$ cat src/common/zz_pkg.sv
package zz_pkg;

    // coefficient format out of the quantizer
    localparam int coef_w = 12;

    typedef logic signed [coef_w-1:0] coef_t;

    // one 8x8 block
    localparam int blk_n = 64;
    localparam int pos_w = 6;

    // bank bit on top of the in-block position
    localparam int bank_n = 2;
    localparam int addr_w = 7;

    // bank bit plus wrap bit
    localparam int ptr_w = 2;

    // who currently holds the RAM
    typedef enum logic [1:0] {
        own_none,
        own_wr,
        own_rd
    } owner_e;

    // zigzag reader FSM
    typedef enum logic [1:0] {
        rd_idle,
        rd_req,
        rd_wait,
        rd_out
    } rd_state_e;

endpackage

$ cat src/common/mem_if.sv
`timescale 1ns/1ps

interface mem_if import zz_pkg::*; ();

    // four-phase handshake
    logic req;
    logic ack;

    logic              we;
    logic [addr_w-1:0] addr;
    coef_t             wdata;
    // valid while ack is high on a read
    coef_t             rdata;

    modport requester (
        output req,
        output we,
        output addr,
        output wdata,
        input  ack,
        input  rdata
    );

    modport arbiter (
        input  req,
        input  we,
        input  addr,
        input  wdata,
        output ack,
        output rdata
    );

endinterface

$ cat src/block_writer/block_writer.sv
`timescale 1ns/1ps

module block_writer import zz_pkg::*; (
    input  logic             clk,
    input  logic             resetn,
    input  coef_t            d_i,
    input  logic             d_valid_i,
    output logic             d_hold_o,
    input  logic [ptr_w-1:0] rptr_i,
    output logic [ptr_w-1:0] wptr_o,
    mem_if.requester         mem
);

    logic              full;
    logic              accept;
    logic              busy_q;
    logic              req_q;
    logic [ptr_w-1:0]  wptr_q;
    logic [pos_w-1:0]  pos_q;
    logic [addr_w-1:0] addr_q;
    coef_t             wdata_q;

    // same bank, other lap
    assign full = (wptr_q[ptr_w-1] != rptr_i[ptr_w-1]) &&
                  (wptr_q[ptr_w-2:0] == rptr_i[ptr_w-2:0]);

    assign d_hold_o = busy_q || full;
    assign accept   = d_valid_i && !d_hold_o;
    assign wptr_o   = wptr_q;

    assign mem.req   = req_q;
    assign mem.we    = 1'b1;
    assign mem.addr  = addr_q;
    assign mem.wdata = wdata_q;

    always_ff @(posedge clk) begin
        if (!resetn) begin
            busy_q <= 1'b0;
            req_q  <= 1'b0;
            wptr_q <= '0;
            pos_q  <= '0;
        end else if (accept) begin
            busy_q <= 1'b1;
            req_q  <= 1'b1;
            pos_q  <= pos_q + 1'b1;
        end else if (req_q && mem.ack) begin
            req_q <= 1'b0;
            // last coefficient of the block is in the RAM
            if (&addr_q[pos_w-1:0]) begin
                wptr_q <= wptr_q + 1'b1;
            end
        end else if (busy_q && !req_q && !mem.ack) begin
            busy_q <= 1'b0;
        end
    end

    always_ff @(posedge clk) begin
        if (accept) begin
            addr_q  <= {wptr_q[ptr_w-2:0], pos_q};
            wdata_q <= d_i;
        end
    end

    // ack drops one cycle after req falls
    a_ack_drop: assert property (@(posedge clk) disable iff (!resetn)
        (mem.ack && !mem.req) |=> !mem.ack);

endmodule

$ cat src/logic/coef_ram.sv
`timescale 1ns/1ps

module coef_ram import zz_pkg::*; (
    input  logic              clk,
    input  logic              en_i,
    input  logic              we_i,
    input  logic [addr_w-1:0] addr_i,
    input  coef_t             wdata_i,
    output coef_t             rdata_o
);

    // two banks of one block each
    coef_t mem [bank_n*blk_n];

    always_ff @(posedge clk) begin
        if (en_i) begin
            if (we_i) begin
                mem[addr_i] <= wdata_i;
                // write-first
                rdata_o <= wdata_i;
            end else begin
                rdata_o <= mem[addr_i];
            end
        end
    end

endmodule

$ cat src/logic/mem_arbiter.sv
`timescale 1ns/1ps

module mem_arbiter import zz_pkg::*; (
    input  logic              clk,
    input  logic              resetn,
    mem_if.arbiter            wr,
    mem_if.arbiter            rd,
    output logic              ram_en_o,
    output logic              ram_we_o,
    output logic [addr_w-1:0] ram_addr_o,
    output coef_t             ram_wdata_o,
    input  coef_t             ram_rdata_i
);

    owner_e            owner_q;
    logic              done_q;
    logic              ack_q;
    logic              last_rd_q;
    logic              cur_req;
    logic              cur_we;
    logic [addr_w-1:0] cur_addr;
    coef_t             cur_wdata;

    // granted port drives the RAM
    always_comb begin
        if (owner_q == own_rd) begin
            cur_req   = rd.req;
            cur_we    = rd.we;
            cur_addr  = rd.addr;
            cur_wdata = rd.wdata;
        end else begin
            cur_req   = wr.req;
            cur_we    = wr.we;
            cur_addr  = wr.addr;
            cur_wdata = wr.wdata;
        end
    end

    // one RAM cycle per grant
    assign ram_en_o    = (owner_q != own_none) && !done_q;
    assign ram_we_o    = cur_we;
    assign ram_addr_o  = cur_addr;
    assign ram_wdata_o = cur_wdata;

    assign wr.ack   = ack_q && (owner_q == own_wr);
    assign rd.ack   = ack_q && (owner_q == own_rd);
    assign wr.rdata = ram_rdata_i;
    assign rd.rdata = ram_rdata_i;

    always_ff @(posedge clk) begin
        if (!resetn) begin
            owner_q   <= own_none;
            done_q    <= 1'b0;
            ack_q     <= 1'b0;
            last_rd_q <= 1'b0;
        end else if (owner_q == own_none) begin
            // alternate when both are waiting
            if (wr.req && (!rd.req || last_rd_q)) begin
                owner_q   <= own_wr;
                last_rd_q <= 1'b0;
            end else if (rd.req) begin
                owner_q   <= own_rd;
                last_rd_q <= 1'b1;
            end
        end else if (!done_q) begin
            done_q <= 1'b1;
        end else if (!ack_q && cur_req) begin
            // read data settled in the RAM output register
            ack_q <= 1'b1;
        end else if (ack_q && !cur_req) begin
            ack_q   <= 1'b0;
            done_q  <= 1'b0;
            owner_q <= own_none;
        end
    end

    // granted requester keeps req up until its ack
    a_req_kept: assert property (@(posedge clk) disable iff (!resetn)
        (owner_q != own_none && !ack_q) |-> cur_req);

endmodule

$ cat src/logic/zigzag_buffer_top.sv
`timescale 1ns/1ps

module zigzag_buffer_top import zz_pkg::*; (
    input  logic             clk,
    input  logic             resetn,
    input  coef_t            d_i,
    input  logic             d_valid_i,
    output logic             d_hold_o,
    output coef_t            q_o,
    output logic [pos_w-1:0] q_idx_o,
    output logic             q_valid_o,
    input  logic             q_hold_i
);

    logic [ptr_w-1:0]  wptr;
    logic [ptr_w-1:0]  rptr;
    logic              ram_en;
    logic              ram_we;
    logic [addr_w-1:0] ram_addr;
    coef_t             ram_wdata;
    coef_t             ram_rdata;

    mem_if wr_bus ();
    mem_if rd_bus ();

    block_writer writer_i (
        .clk       (clk),
        .resetn    (resetn),
        .d_i       (d_i),
        .d_valid_i (d_valid_i),
        .d_hold_o  (d_hold_o),
        .rptr_i    (rptr),
        .wptr_o    (wptr),
        .mem       (wr_bus.requester)
    );

    zigzag_reader reader_i (
        .clk       (clk),
        .resetn    (resetn),
        .wptr_i    (wptr),
        .rptr_o    (rptr),
        .q_o       (q_o),
        .q_idx_o   (q_idx_o),
        .q_valid_o (q_valid_o),
        .q_hold_i  (q_hold_i),
        .mem       (rd_bus.requester)
    );

    mem_arbiter arbiter_i (
        .clk         (clk),
        .resetn      (resetn),
        .wr          (wr_bus.arbiter),
        .rd          (rd_bus.arbiter),
        .ram_en_o    (ram_en),
        .ram_we_o    (ram_we),
        .ram_addr_o  (ram_addr),
        .ram_wdata_o (ram_wdata),
        .ram_rdata_i (ram_rdata)
    );

    coef_ram ram_i (
        .clk     (clk),
        .en_i    (ram_en),
        .we_i    (ram_we),
        .addr_i  (ram_addr),
        .wdata_i (ram_wdata),
        .rdata_o (ram_rdata)
    );

endmodule

$ cat src/zigzag_reader/zigzag_reader.sv
`timescale 1ns/1ps

module zigzag_reader import zz_pkg::*; (
    input  logic             clk,
    input  logic             resetn,
    input  logic [ptr_w-1:0] wptr_i,
    output logic [ptr_w-1:0] rptr_o,
    output coef_t            q_o,
    output logic [pos_w-1:0] q_idx_o,
    output logic             q_valid_o,
    input  logic             q_hold_i,
    mem_if.requester         mem
);

    rd_state_e         state_q;
    logic              empty;
    logic              req_q;
    logic [ptr_w-1:0]  rptr_q;
    logic [pos_w-1:0]  idx_q;
    logic [addr_w-1:0] addr_q;
    coef_t             q_q;
    logic [pos_w-1:0]  zz_tab [blk_n];

    // zigzag index to raster position
    assign zz_tab = '{
        0,  1,  8, 16,  9,  2,  3, 10, 17, 24, 32, 25, 18, 11,  4,  5,
        12, 19, 26, 33, 40, 48, 41, 34, 27, 20, 13,  6,  7, 14, 21, 28,
        35, 42, 49, 56, 57, 50, 43, 36, 29, 22, 15, 23, 30, 37, 44, 51,
        58, 59, 52, 45, 38, 31, 39, 46, 53, 60, 61, 54, 47, 55, 62, 63
    };

    assign empty = (wptr_i == rptr_q);

    assign rptr_o    = rptr_q;
    assign q_o       = q_q;
    assign q_idx_o   = idx_q;
    assign q_valid_o = (state_q == rd_out);

    assign mem.req   = req_q;
    assign mem.we    = 1'b0;
    assign mem.addr  = addr_q;
    assign mem.wdata = '0;

    always_ff @(posedge clk) begin
        if (!resetn) begin
            state_q <= rd_idle;
            req_q   <= 1'b0;
            rptr_q  <= '0;
            idx_q   <= '0;
        end else begin
            case (state_q)
                rd_idle: begin
                    if (!empty) begin
                        req_q   <= 1'b1;
                        state_q <= rd_req;
                    end
                end
                rd_req: begin
                    if (mem.ack) begin
                        req_q   <= 1'b0;
                        state_q <= rd_wait;
                    end
                end
                rd_wait: begin
                    // ack low again before the beat goes out
                    if (!mem.ack) begin
                        state_q <= rd_out;
                    end
                end
                rd_out: begin
                    if (!q_hold_i) begin
                        idx_q   <= idx_q + 1'b1;
                        state_q <= rd_idle;
                        if (idx_q == pos_w'(blk_n - 1)) begin
                            rptr_q <= rptr_q + 1'b1;
                        end
                    end
                end
                default: begin
                    state_q <= rd_idle;
                end
            endcase
        end
    end

    always_ff @(posedge clk) begin
        if (state_q == rd_idle && !empty) begin
            addr_q <= {rptr_q[ptr_w-2:0], zz_tab[idx_q]};
        end
        if (state_q == rd_req && mem.ack) begin
            q_q <= mem.rdata;
        end
    end

    a_out_stable: assert property (@(posedge clk) disable iff (!resetn)
        (q_valid_o && q_hold_i) |=> ($stable(q_o) && $stable(q_idx_o)));

endmodule
$ cat config.mk
export PLATFORM = sky130hd
export DESIGN_NAME = zigzag_buffer_top
export DESIGN_NICKNAME = d
export VERILOG_FILES = /design/src/common/zz_pkg.sv /design/src/common/mem_if.sv /design/src/block_writer/block_writer.sv /design/src/logic/coef_ram.sv /design/src/logic/mem_arbiter.sv /design/src/logic/zigzag_buffer_top.sv /design/src/zigzag_reader/zigzag_reader.sv
export SDC_FILE = /design/constraint.sdc
export NUM_CORES = 1
export LEC_CHECK = 0
export BUFFER_PORTS_ARGS = -buffer_cell sky130_fd_sc_hd__buf_2
export CORE_ASPECT_RATIO = 1.25
export CORE_MARGIN = 1
export CORE_UTILIZATION = 45
export DETAILED_ROUTE_END_ITERATION = 8
export PLACE_DENSITY_LB_ADDON = 0.15
export SKIP_CTS_REPAIR_TIMING = 1
export SLEW_MARGIN = 10
export SYNTH_ARGS = -nofsm -noshare
export SYNTH_HDL_FRONTEND = slang
export SYNTH_SLANG_ARGS = --single-unit
$ cat constraint.sdc
create_clock -name clk -period 5.27 [get_ports clk]
set_input_delay 0.2635 -clock clk [delete_from_list [all_inputs] [get_ports clk]]
set_output_delay 0.2635 -clock clk [all_outputs]
set_load 0.05 [all_outputs]
==> out/metrics.csv <==
stage,metric,value,unit
outcome,result_of_the_run,finished with violations,
outcome,violations,negative hold slack,
clocking,tritoncts,done,
logic_synthesis,post_synth_main_area_contributors,"edfxtp_1 75%, mux2i_1 11%, o22ai_1 3.6%",
timing,finalHoldWorstSlack,-9.163,ps
timing,final_min_period_over_clock_period,0.8704,
hold_path,worst_hold_path_type,in -> reg,
worst_setup_path,worst-endpoint-required,5800,ps
logic_synthesis,ys_seq_elements,1612,
run,cap_viol_max_count,0,
logic_synthesis,synth-compound-area-share,0.07355,
placement,port_buffers,35,
timing,finalMaxSlewViolations,0,
hold_path,whs_path_depth,4,
die,die_w,337.5,µm
logic_synthesis,syn_avg_cell_area,17.07,µm²
clocking,cts_made_buffers,156,
logic_synthesis,main_combinational_cell_family_by_area_after_synthesis,multiplexers,
detailed_routing,dr.first_iter.drc_count,3778,
die,design.die.area,142200,µm²
timing,setup-violations-final,0,
worst_setup_path,cp_data_arrival_time,5110,ps
detailed_routing,detailroute.via_count,34600,
die,io_pins,36,
detailed_routing,post_drt_via_cell_ratio,5.836,
pwr,p_leak,24.93,nW
global_routing,grt_usage,0.2401,
layout,design.final.nets,3983,
timing,setup-tns-final,0,ps
clocking,clock_tree.buffer_depth,3,
logic_synthesis,netlist-cell-type-count,65,
die,fp-row-count,153,
logic_synthesis,syn-instance-count,3708,
logic_synthesis,yosys.area_share.simple,0.02528,
layout,multi_input_area,14090,µm²
detailed_routing,antenna_violating_nets_post_route,0,
worst_setup_path,critPathLaunchType,flop,
logic_synthesis,most_frequently_used_cell_type_in_the_post_synthesis_netlist,edfxtp_1,
clocking,ctsRootBufferMaster,clkbuf_16,
clocking,numClockSinks,1612,
global_routing,grt_start_max_net_pins,86,
layout,area.sequential,48150,µm²
timing,timing.final.hold_violations,1,
detailed_routing,post-route-drc-count,0,
timing,slew-limit-headroom,0.1771,
detailed_routing,wirelength,170500,µm
die,core-area,139400,µm²
worst_setup_path,r2r.worst_path.cells,10,
logic_synthesis,synth_fp_nets,3747,
global_routing,grt_antenna_before_repair,6,
timing,post-route-min-period,4587,ps
logic_synthesis,synth_flop_cell,edfxtp_1,
timing,fmaxAchievable,218.0,MHz
logic_synthesis,post_synth_xor_area_fraction,0.002076,
logic_synthesis,syn-cell-area,63300,µm²
die,start_util,0.4542,
logic_synthesis,synthAdderAreaFrac,0.004546,
timing,finalClockSkew,32.58,ps
detailed_routing,first_pass_iters,6,
global_routing,grt_first_pass_wirelength,244500,µm
placement,post-dp-hpwl,105100,µm
clocking,clkSlewWorstSetupHoldPaths,60,ps
layout,num-fill-cells,11480,
layout,layout.core_utilization,0.5170,
global_routing,vias_in_the_first_global_route,34010,
logic_synthesis,yosysTopAreaCellShare,0.7524,
logic_synthesis,synth_edf_count,1586,
logic_synthesis,ys_warn_count,0,
detailed_routing,drt-wirelength-per-cell,28.76,µm
logic_synthesis,synth.area.mux_share,0.1152,
pwr,pwr_density_cell,390.4,nW/µm²
logic_synthesis,synth_area_leader_cell,edfxtp_1,
logic_synthesis,synth.top_cells.by_count,"1586 x edfxtp_1, 717 x mux2i_1, 367 x o22ai_1",
logic_synthesis,ys_seq_area_frac,0.7606,
layout,post_synthesis_to_final_layout_area_growth,13.83,%
timing,grt_setup_unrepaired,no,
placement,gpl_congestion,0.8242,
logic_synthesis,synth_async_sr_flop_share,0,
worst_setup_path,biggest_fanout_along_the_worst_timing_path,43,
clocking,clock_latency,800,ps
die,dieHeight,421.3,µm
pwr,vdd_drop_max,0.3372,mV
worst_setup_path,critical_path_class,reg -> reg,
layout,layout-drive-gt1-share,0.1330,
global_routing,overflow,0,
timing,transition_time_of_the_tightest_slew_check_pin,1230,ps
worst_setup_path,critical_path.endpoint_type,flop,
clocking,cts_htree_levels,4,
==> where the power goes <==
group          internal [mW]  switching (mW)
registers               14.4          0.0490
logic                  0.908            1.97
clock network           6.07            4.77
==> worst paths after layout <==
kind | start | end | slack, ps
max | arbiter_i.owner_q[0] | ram_i.rdata_o[1] | 680
min | q_hold_i | reader_i.q_idx_o[1] | -9
max reg2reg | arbiter_i.owner_q[0] | ram_i.rdata_o[1] | 680
min reg2reg | ram_i.rdata_o[2] | reader_i.q_o[2] | 420
==> area by class of cell <==
cell class / count / area share
multi-input combinational: 1852 / 0.1956
clock inverter: 88 / 0.01110
clock buffer: 194 / 0.05675
tap: 1860 / 0.03230
antenna: 1 / 0.00003473
inverter: 15 / 0.0007815
timing repair buffer: 307 / 0.03525
sequential: 1612 / 0.6682
==> placed cells by master (no fill, tap or decap), drive strengths merged, types with 4 or more instances in the layout <==
master,count
edfxtp,1586
mux2i,718
o22ai,367
buf,293
o21ai,203
clkbuf,194
nor2,154
nand2,78
clkinv,63
a21oi,38
a41oi,31
dfxtp,26
and2,26
ha,23
nand3,23
inv,23
a22oi,20
a221o,17
nand4,16
dlygate4sd3,14
xnor2,12
bufinv,11
nor2b,11
a2111oi,10
a221oi,9
nand3b,9
nand2b,8
o21a,8
clkinvlp,6
a31oi,6
a21boi,5
nor3b,4
nor3,4
nor4,4
==> worst max-delay path, stage by stage (launching register included) <==
cell	delay [ps]
dfxtp_1	490
nand2b_1	240
mux2i_4	550
buf_4	260
buf_4	630
mux2i_1	270
o22ai_1	90
o21ai_0	440
a41oi_1	560
a2111oi_0	590
o21ai_0	130
==> logic make-up after synthesis <==
group	after synthesis
buf+inv	244
simple gates	349
fa+ha+maj	23
mux	724
compound gates	741
xor+xnor	15
flops	1612
==> metrics by stage <==
stage	power [mW]	hold WS, ps	setup slack, ps	cell area [µm²]	std cells
after floorplan	16.42	362.4	1935	63300	3708
after global placement	17.55	401.7	564.6	67020	5632
after detailed placement	17.57	410.8	637.8	67020	5632
after CTS	28.30	-411.6	622.1	71910	5914
after global routing	28.92	16.95	454.6	72050	5928
final	28.12	-9.163	682.8	72050	5929
==> per-layer routing <==
metal,global-route usage,wire length [µm],up-vias,part of all wire
li1,-,-,15320,-
met1,0.3328,71690,17860,0.42
met5,0,14,-,0.000082
met3,0.03643,10560,227,0.062
met2,0.3931,83870,1183,0.49
met4,0.06787,4401,2,0.026
==> registers in the layout, summed over array words and instances (netlist names), 6 cells and up <==
| signal | cells |
|---|---|
| writer_i.mem.addr | 7 |
| ram_i.mem | 1536 |
| reader_i.q_o | 12 |
| writer_i.pos_q | 6 |
| reader_i.mem.addr | 7 |
| reader_i.q_idx_o | 6 |
| writer_i.mem.wdata | 12 |
| ram_i.rdata_o | 12 |
Note: power is estimated with default switching activity, not from simulation.
